File: config.mk
export PLATFORM = sky130hd
export DESIGN_NAME = eeprom_master_top
export DESIGN_NICKNAME = d
export VERILOG_FILES = /design/src/verilog/eeprom_cmd_pkg.sv /design/src/verilog/i2c_bus_pkg.sv /design/src/verilog/byte_shifter.sv /design/src/verilog/cond_gen.sv /design/src/verilog/eeprom_ctrl.sv /design/src/verilog/eeprom_master_top.sv /design/src/verilog/scl_gen.sv
export SDC_FILE = /design/constraint.sdc
export NUM_CORES = 1
export LEC_CHECK = 0
export ABC_CLOCK_PERIOD_IN_PS = 8160
export BUFFER_PORTS_ARGS = -buffer_cell sky130_fd_sc_hd__clkbuf_2
export CAP_MARGIN = 15
export CORE_MARGIN = 2
export CORE_UTILIZATION = 62
export DETAILED_ROUTE_END_ITERATION = 7
export PLACE_DENSITY = 0.82
export SYNTH_ARGS = -nofsm -noshare
export SYNTH_HDL_FRONTEND = slang
export SYNTH_HIERARCHICAL = 1
export SYNTH_SLANG_ARGS = --single-unit
File: constraint.sdc
create_clock -name CLK -period 8.16 [get_ports CLK]
set_input_delay 1.224 -clock CLK [delete_from_list [all_inputs] [get_ports CLK]]
set_output_delay 1.224 -clock CLK [all_outputs]
set_load 0.01 [all_outputs]
File: src/verilog/eeprom_cmd_pkg.sv
package eeprom_cmd_pkg;

    // 24C16 byte address, 2 kB array
    localparam int ADDR_W = 11;

    localparam int DATA_W = 8;

    // fixed upper nibble of every control byte
    localparam logic [3:0] DEVICE_CODE = 4'b1010;

    // host request kind
    typedef enum logic {
        OP_WRITE,
        OP_READ
    } eeprom_op_e;

endpackage

File: src/verilog/i2c_bus_pkg.sv
package i2c_bus_pkg;

    // condition the controller asks cond_gen for
    typedef enum logic [1:0] {
        COND_START,
        COND_RESTART,   // start without a stop before it
        COND_STOP
    } cond_e;

    // which block currently owns the sda pull-low
    typedef enum logic [1:0] {
        SRC_NONE,
        SRC_COND,
        SRC_BYTE
    } sda_src_e;

endpackage

File: src/verilog/byte_shifter.sv
`timescale 1ns/1ps

module byte_shifter (
    input  logic                              CLK,
    input  logic                              RESET,
    input  logic                              byte_go,
    input  logic                              byte_rd,
    input  logic [eeprom_cmd_pkg::DATA_W-1:0] tx_byte,
    input  logic                              master_nack,
    input  logic                              low_mid,
    input  logic                              high_mid,
    input  logic                              sda_in,
    output logic                              drive_low,
    output logic                              byte_done,
    output logic [eeprom_cmd_pkg::DATA_W-1:0] rx_byte,
    output logic                              ack_ok
);
    import eeprom_cmd_pkg::*;

    localparam int CNT_W = $clog2(DATA_W + 1);
    localparam logic [CNT_W-1:0] LAST_BIT = CNT_W'(DATA_W - 1);
    localparam logic [CNT_W-1:0] ACK_SLOT = CNT_W'(DATA_W);

    logic              busy;
    logic              rd_mode;
    logic              nack_r;
    logic [CNT_W-1:0]  bit_cnt;
    logic [DATA_W-1:0] shreg;

    always_ff @(posedge CLK)
    begin
        if (RESET)
        begin
            busy      <= 1'b0;
            rd_mode   <= 1'b0;
            nack_r    <= 1'b0;
            bit_cnt   <= '0;
            drive_low <= 1'b0;
            ack_ok    <= 1'b0;
        end
        else
        begin
            if (byte_go)
            begin
                busy      <= 1'b1;
                rd_mode   <= byte_rd;
                nack_r    <= master_nack;
                bit_cnt   <= '0;
                drive_low <= !byte_rd && !tx_byte[DATA_W-1];  // msb goes out now
            end
            else if (busy && low_mid)
            begin
                if (bit_cnt == ACK_SLOT)
                begin
                    busy      <= 1'b0;
                    drive_low <= 1'b0;
                end
                else if (bit_cnt == LAST_BIT)
                begin
                    bit_cnt   <= bit_cnt + 1'b1;
                    drive_low <= rd_mode && !nack_r;      // master ack on reads only
                end
                else
                begin
                    bit_cnt   <= bit_cnt + 1'b1;
                    drive_low <= !rd_mode && !shreg[DATA_W-2];
                end
            end

            if (busy && high_mid && bit_cnt == ACK_SLOT)
                ack_ok <= !sda_in;      // slave pulled the line low
        end
    end

    always_ff @(posedge CLK)
    begin
        if (byte_go)
            shreg <= tx_byte;
        else if (busy && low_mid)
            shreg <= shreg << 1;

        if (busy && high_mid && bit_cnt != ACK_SLOT)
            rx_byte <= {rx_byte[DATA_W-2:0], sda_in};
    end

    assign byte_done = busy && low_mid && (bit_cnt == ACK_SLOT);

    // sda must only move in the middle of scl low
    a_drive_on_low_mid: assert property (@(posedge CLK) disable iff (RESET)
        $changed(drive_low) |-> $past(low_mid));

    // controller chains bytes on the strobe itself
    a_go_on_low_mid: assert property (@(posedge CLK) disable iff (RESET)
        byte_go |-> low_mid);

endmodule

File: src/verilog/cond_gen.sv
`timescale 1ns/1ps

module cond_gen (
    input  logic               CLK,
    input  logic               RESET,
    input  logic               cond_go,
    input  i2c_bus_pkg::cond_e cond_kind,
    input  logic               low_mid,
    input  logic               high_mid,
    output logic               drive_low,
    output logic               cond_done
);
    import i2c_bus_pkg::*;

    typedef enum logic [2:0] {
        C_IDLE,
        C_START_WAIT,
        C_START_HOLD,
        C_STOP_LOW,
        C_STOP_HIGH,
        C_STOP_END
    } cstate_e;

    cstate_e state;

    always_ff @(posedge CLK)
    begin
        if (RESET)
        begin
            state     <= C_IDLE;
            drive_low <= 1'b0;
        end
        else
        begin
            case (state)
                C_IDLE:
                    if (cond_go && cond_kind != COND_STOP)
                    begin
                        state <= C_START_WAIT;   // sda stays released until scl is high
                    end
                    else if (cond_go && low_mid)
                    begin
                        state     <= C_STOP_HIGH;  // stop right behind a byte
                        drive_low <= 1'b1;
                    end
                    else if (cond_go)
                    begin
                        state <= C_STOP_LOW;
                    end
                C_START_WAIT:
                    if (high_mid)
                    begin
                        state     <= C_START_HOLD;
                        drive_low <= 1'b1;       // falling sda with scl high
                    end
                C_START_HOLD:
                    if (low_mid)
                    begin
                        state     <= C_IDLE;
                        drive_low <= 1'b0;       // byte_shifter takes over here
                    end
                C_STOP_LOW:
                    if (low_mid)
                    begin
                        state     <= C_STOP_HIGH;
                        drive_low <= 1'b1;
                    end
                C_STOP_HIGH:
                    if (high_mid)
                    begin
                        state     <= C_STOP_END;
                        drive_low <= 1'b0;       // rising sda with scl high
                    end
                C_STOP_END:
                    if (low_mid)
                    begin
                        state <= C_IDLE;
                    end
                default:
                    state <= C_IDLE;
            endcase
        end
    end

    assign cond_done = low_mid && (state == C_START_HOLD || state == C_STOP_END);

    // controller must wait for cond_done before asking again
    a_go_while_busy: assert property (@(posedge CLK) disable iff (RESET)
        cond_go |-> state == C_IDLE);

endmodule

File: src/verilog/eeprom_ctrl.sv
`timescale 1ns/1ps

module eeprom_ctrl (
    input  logic                              CLK,
    input  logic                              RESET,
    input  logic                              req,
    input  eeprom_cmd_pkg::eeprom_op_e        op,
    input  logic [eeprom_cmd_pkg::ADDR_W-1:0] addr,
    input  logic [eeprom_cmd_pkg::DATA_W-1:0] wdata,
    output logic                              ready,
    output logic                              done,
    output logic [eeprom_cmd_pkg::DATA_W-1:0] rdata,
    output logic                              nack_err,
    output logic                              scl_run,
    output logic                              cond_go,
    output i2c_bus_pkg::cond_e                cond_kind,
    input  logic                              cond_done,
    output logic                              byte_go,
    output logic                              byte_rd,
    output logic [eeprom_cmd_pkg::DATA_W-1:0] tx_byte,
    output logic                              master_nack,
    input  logic                              byte_done,
    input  logic [eeprom_cmd_pkg::DATA_W-1:0] rx_byte,
    input  logic                              ack_ok,
    input  logic                              cond_drive_low,
    input  logic                              byte_drive_low,
    output logic                              sda_oe
);
    import eeprom_cmd_pkg::*;
    import i2c_bus_pkg::*;

    typedef enum logic [3:0] {
        IDLE, START, CTRL_W, ADDR, WDATA, RESTART, CTRL_R, RDATA, STOP, DONE
    } state_e;

    state_e            state;
    state_e            next;
    sda_src_e          sda_src;
    eeprom_op_e        op_r;
    logic [ADDR_W-1:0] addr_r;
    logic [DATA_W-1:0] wdata_r;
    logic [DATA_W-1:0] ctrl_byte_w;
    logic [DATA_W-1:0] ctrl_byte_r;
    logic              accept;
    logic              ack_miss;
    logic              err_r;

    assign accept   = (state == IDLE) && req;
    assign ack_miss = byte_done && !ack_ok && (state != RDATA);   // rdata ends in our nack

    assign ctrl_byte_w = {DEVICE_CODE, addr_r[ADDR_W-1:DATA_W], 1'b0};
    assign ctrl_byte_r = {DEVICE_CODE, addr_r[ADDR_W-1:DATA_W], 1'b1};

    // go strobes are decoded on the done strobe so the next step starts on the same low_mid
    always_comb
    begin
        next        = state;
        cond_go     = 1'b0;
        cond_kind   = COND_START;
        byte_go     = 1'b0;
        byte_rd     = 1'b0;
        master_nack = 1'b0;
        tx_byte     = ctrl_byte_w;
        case (state)
            IDLE:
                if (req)
                begin
                    next    = START;
                    cond_go = 1'b1;
                end
            START:
                if (cond_done)
                begin
                    next    = CTRL_W;
                    byte_go = 1'b1;
                end
            CTRL_W:
                if (byte_done)
                begin
                    next    = ADDR;
                    byte_go = 1'b1;
                    tx_byte = addr_r[DATA_W-1:0];
                end
            ADDR:
                if (byte_done && op_r == OP_WRITE)
                begin
                    next    = WDATA;
                    byte_go = 1'b1;
                    tx_byte = wdata_r;
                end
                else if (byte_done)
                begin
                    next      = RESTART;
                    cond_go   = 1'b1;
                    cond_kind = COND_RESTART;
                end
            RESTART:
                if (cond_done)
                begin
                    next    = CTRL_R;
                    byte_go = 1'b1;
                    tx_byte = ctrl_byte_r;
                end
            CTRL_R:
                if (byte_done)
                begin
                    next        = RDATA;
                    byte_go     = 1'b1;
                    byte_rd     = 1'b1;
                    master_nack = 1'b1;    // single byte read
                end
            WDATA, RDATA:
                if (byte_done)
                begin
                    next      = STOP;
                    cond_go   = 1'b1;
                    cond_kind = COND_STOP;
                end
            STOP:
                if (cond_done)
                    next = DONE;
            DONE:
                next = IDLE;
            default:
                next = IDLE;
        endcase

        // no acknowledge, abandon the sequence
        if (ack_miss)
        begin
            next      = STOP;
            byte_go   = 1'b0;
            cond_go   = 1'b1;
            cond_kind = COND_STOP;
        end
    end

    always_ff @(posedge CLK)
    begin
        if (RESET)
        begin
            state   <= IDLE;
            scl_run <= 1'b0;
            err_r   <= 1'b0;
        end
        else
        begin
            state <= next;
            if (accept)
            begin
                scl_run <= 1'b1;
                err_r   <= 1'b0;
            end
            else if (state == STOP && cond_done)
            begin
                scl_run <= 1'b0;     // scl parks high after this low phase
            end
            if (ack_miss)
                err_r <= 1'b1;
        end
    end

    always_ff @(posedge CLK)
    begin
        if (accept)
        begin
            op_r    <= op;
            addr_r  <= addr;
            wdata_r <= wdata;
        end
        if (state == RDATA && byte_done)
            rdata <= rx_byte;
    end

    assign ready    = (state == IDLE);
    assign done     = (state == DONE);
    assign nack_err = done && err_r;

    always_comb
    begin
        case (state)
            START, RESTART, STOP:
                sda_src = SRC_COND;
            CTRL_W, ADDR, WDATA, CTRL_R, RDATA:
                sda_src = SRC_BYTE;
            default:
                sda_src = SRC_NONE;
        endcase
    end

    always_comb
    begin
        case (sda_src)
            SRC_COND: sda_oe = cond_drive_low;
            SRC_BYTE: sda_oe = byte_drive_low;
            default:  sda_oe = 1'b0;
        endcase
    end

    // host side rule, a req while busy is dropped
    a_req_while_busy: assert property (@(posedge CLK) disable iff (RESET)
        req |-> ready)
        else $warning("req ignored while controller busy");

endmodule

File: src/verilog/eeprom_master_top.sv
`timescale 1ns/1ps

module eeprom_master_top #(
    parameter int CLK_DIV = 4   // clk cycles per scl half period
) (
    input  logic                              CLK,
    input  logic                              RESET,
    input  logic                              req,
    input  eeprom_cmd_pkg::eeprom_op_e        op,
    input  logic [eeprom_cmd_pkg::ADDR_W-1:0] addr,
    input  logic [eeprom_cmd_pkg::DATA_W-1:0] wdata,
    output logic                              ready,
    output logic                              done,
    output logic [eeprom_cmd_pkg::DATA_W-1:0] rdata,
    output logic                              nack_err,
    output logic                              scl,
    output logic                              sda_oe,
    input  logic                              sda_in
);
    import eeprom_cmd_pkg::*;
    import i2c_bus_pkg::*;

    logic              scl_run;
    logic              low_mid;
    logic              high_mid;
    logic              cond_go;
    cond_e             cond_kind;
    logic              cond_done;
    logic              cond_drive_low;
    logic              byte_go;
    logic              byte_rd;
    logic [DATA_W-1:0] tx_byte;
    logic              master_nack;
    logic              byte_done;
    logic [DATA_W-1:0] rx_byte;
    logic              ack_ok;
    logic              byte_drive_low;

    eeprom_ctrl ctrl0 (
        .CLK            (CLK),
        .RESET          (RESET),
        .req            (req),
        .op             (op),
        .addr           (addr),
        .wdata          (wdata),
        .ready          (ready),
        .done           (done),
        .rdata          (rdata),
        .nack_err       (nack_err),
        .scl_run        (scl_run),
        .cond_go        (cond_go),
        .cond_kind      (cond_kind),
        .cond_done      (cond_done),
        .byte_go        (byte_go),
        .byte_rd        (byte_rd),
        .tx_byte        (tx_byte),
        .master_nack    (master_nack),
        .byte_done      (byte_done),
        .rx_byte        (rx_byte),
        .ack_ok         (ack_ok),
        .cond_drive_low (cond_drive_low),
        .byte_drive_low (byte_drive_low),
        .sda_oe         (sda_oe)
    );

    scl_gen #(
        .CLK_DIV (CLK_DIV)
    ) scl0 (
        .CLK      (CLK),
        .RESET    (RESET),
        .scl_run  (scl_run),
        .scl      (scl),
        .low_mid  (low_mid),
        .high_mid (high_mid)
    );

    cond_gen cond0 (
        .CLK       (CLK),
        .RESET     (RESET),
        .cond_go   (cond_go),
        .cond_kind (cond_kind),
        .low_mid   (low_mid),
        .high_mid  (high_mid),
        .drive_low (cond_drive_low),
        .cond_done (cond_done)
    );

    byte_shifter shift0 (
        .CLK         (CLK),
        .RESET       (RESET),
        .byte_go     (byte_go),
        .byte_rd     (byte_rd),
        .tx_byte     (tx_byte),
        .master_nack (master_nack),
        .low_mid     (low_mid),
        .high_mid    (high_mid),
        .sda_in      (sda_in),
        .drive_low   (byte_drive_low),
        .byte_done   (byte_done),
        .rx_byte     (rx_byte),
        .ack_ok      (ack_ok)
    );

endmodule

File: src/verilog/scl_gen.sv
`timescale 1ns/1ps

module scl_gen #(
    parameter int CLK_DIV = 4   // clk cycles per scl half period, 2 or more
) (
    input  logic CLK,
    input  logic RESET,
    input  logic scl_run,
    output logic scl,
    output logic low_mid,
    output logic high_mid
);

    localparam int CNT_W = $clog2(CLK_DIV);
    localparam logic [CNT_W-1:0] LAST = CNT_W'(CLK_DIV - 1);
    localparam logic [CNT_W-1:0] MID  = CNT_W'(CLK_DIV / 2);

    logic [CNT_W-1:0] cnt;
    logic             parked;

    // only a high scl can park, so a running low phase always completes
    assign parked = scl && !scl_run;

    always_ff @(posedge CLK)
    begin
        if (RESET)
        begin
            scl <= 1'b1;
            cnt <= '0;
        end
        else if (parked)
        begin
            cnt <= '0;
        end
        else if (cnt == LAST)
        begin
            cnt <= '0;
            scl <= ~scl;        // phase boundary
        end
        else
        begin
            cnt <= cnt + 1'b1;
        end
    end

    assign low_mid  = !scl && (cnt == MID);
    assign high_mid = scl && scl_run && (cnt == MID);

endmodule
==> results.md <==
| Item | Reported |
| --- | --- |
| Finished Layout Cells | 380 |
| Number of nets with antenna violations after detailed routing | 0 |
| Final GP Congestion | 0.847 |
| Number of nets in the synthesized netlist | 300 |
| Vias in the first global route | 1957 |
| Largest family of logic cells by synthesized area | simple AND/OR/NAND/NOR gates |
| RSZ-0062 raised after global routing | no |
| Final Hold Vio Count | 0 |
| Clock latency on the worst-skew pair | 0.34 ns |
| Portion of netlist area occupied by mux cells | 0.0356 |
| Area share of fa/ha/maj cells after synthesis | 0.0281 |
| TritonRoute pass-1 iters | 4 |
| CTS sink count | 65 |
| Slew HR | 0.514 |
| Gate family responsible for the most delay along the worst path | simple AND/OR/NAND/NOR gates |
| Cell type with the highest occurrence count on the critical path | sky130_fd_sc_hd__nand2b_1 |
| Critical-path maximum fanout | 14 |
| # H-tree levels | 3 |
| Final global-route overflow total | 0 |
| Drc violations | 0 |
| Core ar. | 4720 um2 |
| Largest cells by area after synthesis | sky130_fd_sc_hd__edfxtp_1 43%, sky130_fd_sc_hd__dfxtp_1 15%, sky130_fd_sc_hd__nand2_1 3.0% |
| Slack of the worst reg-to-reg path | 4.41 ns |
| Cell at the slowest stage of the critical path | sky130_fd_sc_hd__nor2_1 |
| Final net count | 338 |
| Worst stage delay on the critical path | 0.63 ns |
| Number of primary I/O pins | 37 |
| YS warnings | 6 |
| Clock Tree Buf Depth | 2 |
| TritonCTS clock tree | built |
| Fill cells | 345 |
| Standard-cell row count | 25 |
| Number of vias per cell | 5.60 |
| Critical path class | flop to flop |
| Cell with the most instances after synthesis | sky130_fd_sc_hd__edfxtp_1 |
| Total routing usage reported by global routing | 0.225 |
| Async set or reset register ratio after synthesis | 0 |
| Area taken by flip-flops and latches | 1730 um2 |
| Compound-Gate Fraction of Synth Area | 0.142 |
| Synthesized area per cell | 11.2 um2 |
| Clock-pin slew on the worst setup and hold paths | 0.07 ns |
| Worst Path Required | 8.17 ns |
| Seq/Total Area, Yosys | 0.573 |
| Final routed wirelength across all metal layers | 5.52 mm |
| Post-synthesis share of cell area spent on xor and xnor gates | 0 |
| Half-perimeter wire length of the detailed placement result | 3.93 mm |
| Post-Place Cells | 364 |
| Routed len/inst | 14.5 um |
| Antenna diode count | 0 |
| Period utilization | 0.459 |
| Critical Path, Cell by Cell | inv_1 -> ha_1 -> nor2b_1 -> nand2_1 -> nor2_1 -> nand2b_1 -> nor3_4 -> a221oi_1 -> nor3_1 -> buf_4 -> nand2b_1 |
| Critical path startpoint category | flop |
| Setup violations, final | 0 |
| Syn-to-layout area delta | 14.1% |
| Resized cells post-CTS | 0 |
| Number of synthesized register bits | 65 |
| Vias | 2127 |
| Layout cell share with drive strength beyond 1 | 0.230 |
| Worst setup EP type | flop |
| Most used standard cells in the synthesized netlist | 43 x sky130_fd_sc_hd__edfxtp_1, 24 x sky130_fd_sc_hd__nand2_1, 22 x sky130_fd_sc_hd__dfxtp_1 |
| Clock root buffer master | sky130_fd_sc_hd__clkbuf_8 |
| Number of buffers inserted by hold repair at cts | 0 |
| Multi-input combinational cell area | 1160 um2 |
| Port Buffers | 36 |
| Maximum clock skew at final layout | 0.00628 ns |
| Die Y | 73.8 um |
| Flip-flop cell with the highest count after synthesis | sky130_fd_sc_hd__edfxtp_1 |
| Drt first-iter violations | 134 |
| Final max-slew violation count | 0 |
| Antenna violations before repair | 0 |
| Hold/Removal Path Class | flop to flop |
| Area enclosed by the die boundary | 5450 um2 |
| Max-Cap Viols | 0 |
| Number of distinct library cells after synthesis | 55 |
| First-pass GRT wire length | 8.88 mm |
| Maximum number of pins on one net before global-route repair | 21 |
| Critical path data arrival time | 3.76 ns |
| Worst path buffer plus inverter count | 2 |
| Peak Freq | 267 MHz |
| Run status | complete, no violations |
| Number of flops mapped to enable cells by yosys | 43 |
| Time the worst path needs with I/O delays and setup | 3.75 ns |
| Biggest area consumer among synthesized cells | sky130_fd_sc_hd__edfxtp_1 |
| Power density over cell area | 203 nW/um2 |
| Gate count after technology mapping | 270 |
| Area of the mapped netlist | 3020 um2 |
| Simple-gate portion of the synthesized area | 0.178 |
| Worst Max-Slew Pin Slew | 0.727 ns |
| Initial cell density of the core | 0.640 |
| Maximum vdd ir drop | 0.000150 V |
| Static power due to leakage | 1.25 nW |
| Number of post-CTS setup repair buffers | 0 |
| Setup TNS | 0 ns |
| Number of buffers created by CTS | 9 |
| Horizontal die dimension | 73.8 um |
| Top cell type's share of synthesized area | 0.427 |
-- final cells by class --
class                   instances  share of cell area
multi-input cells             179               0.336
well taps                      67              0.0243
repair buffers                 37              0.0544
clock inverters                 6              0.0261
clock buffers                  10              0.0399
flip-flops and latches         65               0.502
inverters                      16              0.0174
-- final timing paths --
path,from,endpoint,cells after the start
worst max register to register,scl0/cnt[0]$_SDFF_PP0_,shift0/shreg[2]$_DFFE_PP_,11
worst max-delay path,scl0/cnt[0]$_SDFF_PP0_,shift0/shreg[2]$_DFFE_PP_,11
worst min-delay path,shift0/rx_byte[7]$_DFFE_PP_,ctrl0/rdata[7]$_DFFE_PP_,0
worst min register to register,shift0/rx_byte[7]$_DFFE_PP_,ctrl0/rdata[7]$_DFFE_PP_,0
-- through the flow --
stage	worst slack (ns)	area (um2)	total power [mW]	hold slack, ns	util
2_1_floorplan	5.25	3020	0.389	0.400	-
3_3_place_gp	4.67	3220	0.401	0.402	0.682
3_5_place_dp	4.41	3220	0.402	0.437	0.682
4_1_cts	4.40	3450	0.706	0.454	0.730
5_1_grt	4.03	3450	0.724	0.463	0.730
6_report	4.41	3450	0.699	0.448	0.730
-- flip-flops by register name, summed over array words and instances (netlist names) --
register,cells
cond0/drive_low,1
cond0/state,3
ctrl0/addr_r,11
ctrl0/err_r,1
ctrl0/op_r,1
ctrl0/rdata,8
ctrl0/scl_run,1
ctrl0/state,4
ctrl0/wdata_r,8
scl0/cnt,2
scl0/scl,1
shift0/ack_ok,1
shift0/bit_cnt,4
shift0/busy,1
shift0/drive_low,1
shift0/nack_r,1
shift0/rd_mode,1
shift0/rx_byte,8
shift0/shreg,7
-- report_power, final --
part / internal (mW) / leakage [nW] / switching, mW / total, mW
Sequential: 0.359 / 0.577 / 0.00679 / 0.366
Combinational: 0.0127 / 0.563 / 0.0161 / 0.0287
Clock: 0.181 / 0.113 / 0.123 / 0.305
-- layout by cell type, fill, tap and decap left out, drive strengths merged, types with 2 or more instances in the layout --
cell and count:
a2111oi 3, a211oi 3, a21boi 3, a21oi 12, a22o 2, a22oi 6
a31oi 6, and2 2, and3 3, bufinv 2, clkbuf 46, clkinv 2
dfxtp 22, edfxtp 43, ha 6, inv 17, mux2 6, mux2i 4
nand2 24, nand2b 8, nand3 8, nand3b 4, nor2 21, nor2b 9
nor3 6, nor4 2, o21ai 16, o21bai 2, or2 3, or3 4
-- cells by family (layout without fill, tap and decap cells) --
family / Yosys count / count (layout)
simple gates: 99 / 99
flops: 65 / 65
compound gates: 63 / 63
buf+inv: 26 / 69
mux: 10 / 10
fa+ha+maj: 7 / 7
-- layer usage --
layer	routed length, um	track usage
met5	0	0
met4	61	0.103
met3	354	0.0768
met2	2700	0.344
met1	2410	0.288
Note: power is estimated with default switching activity, not from simulation.
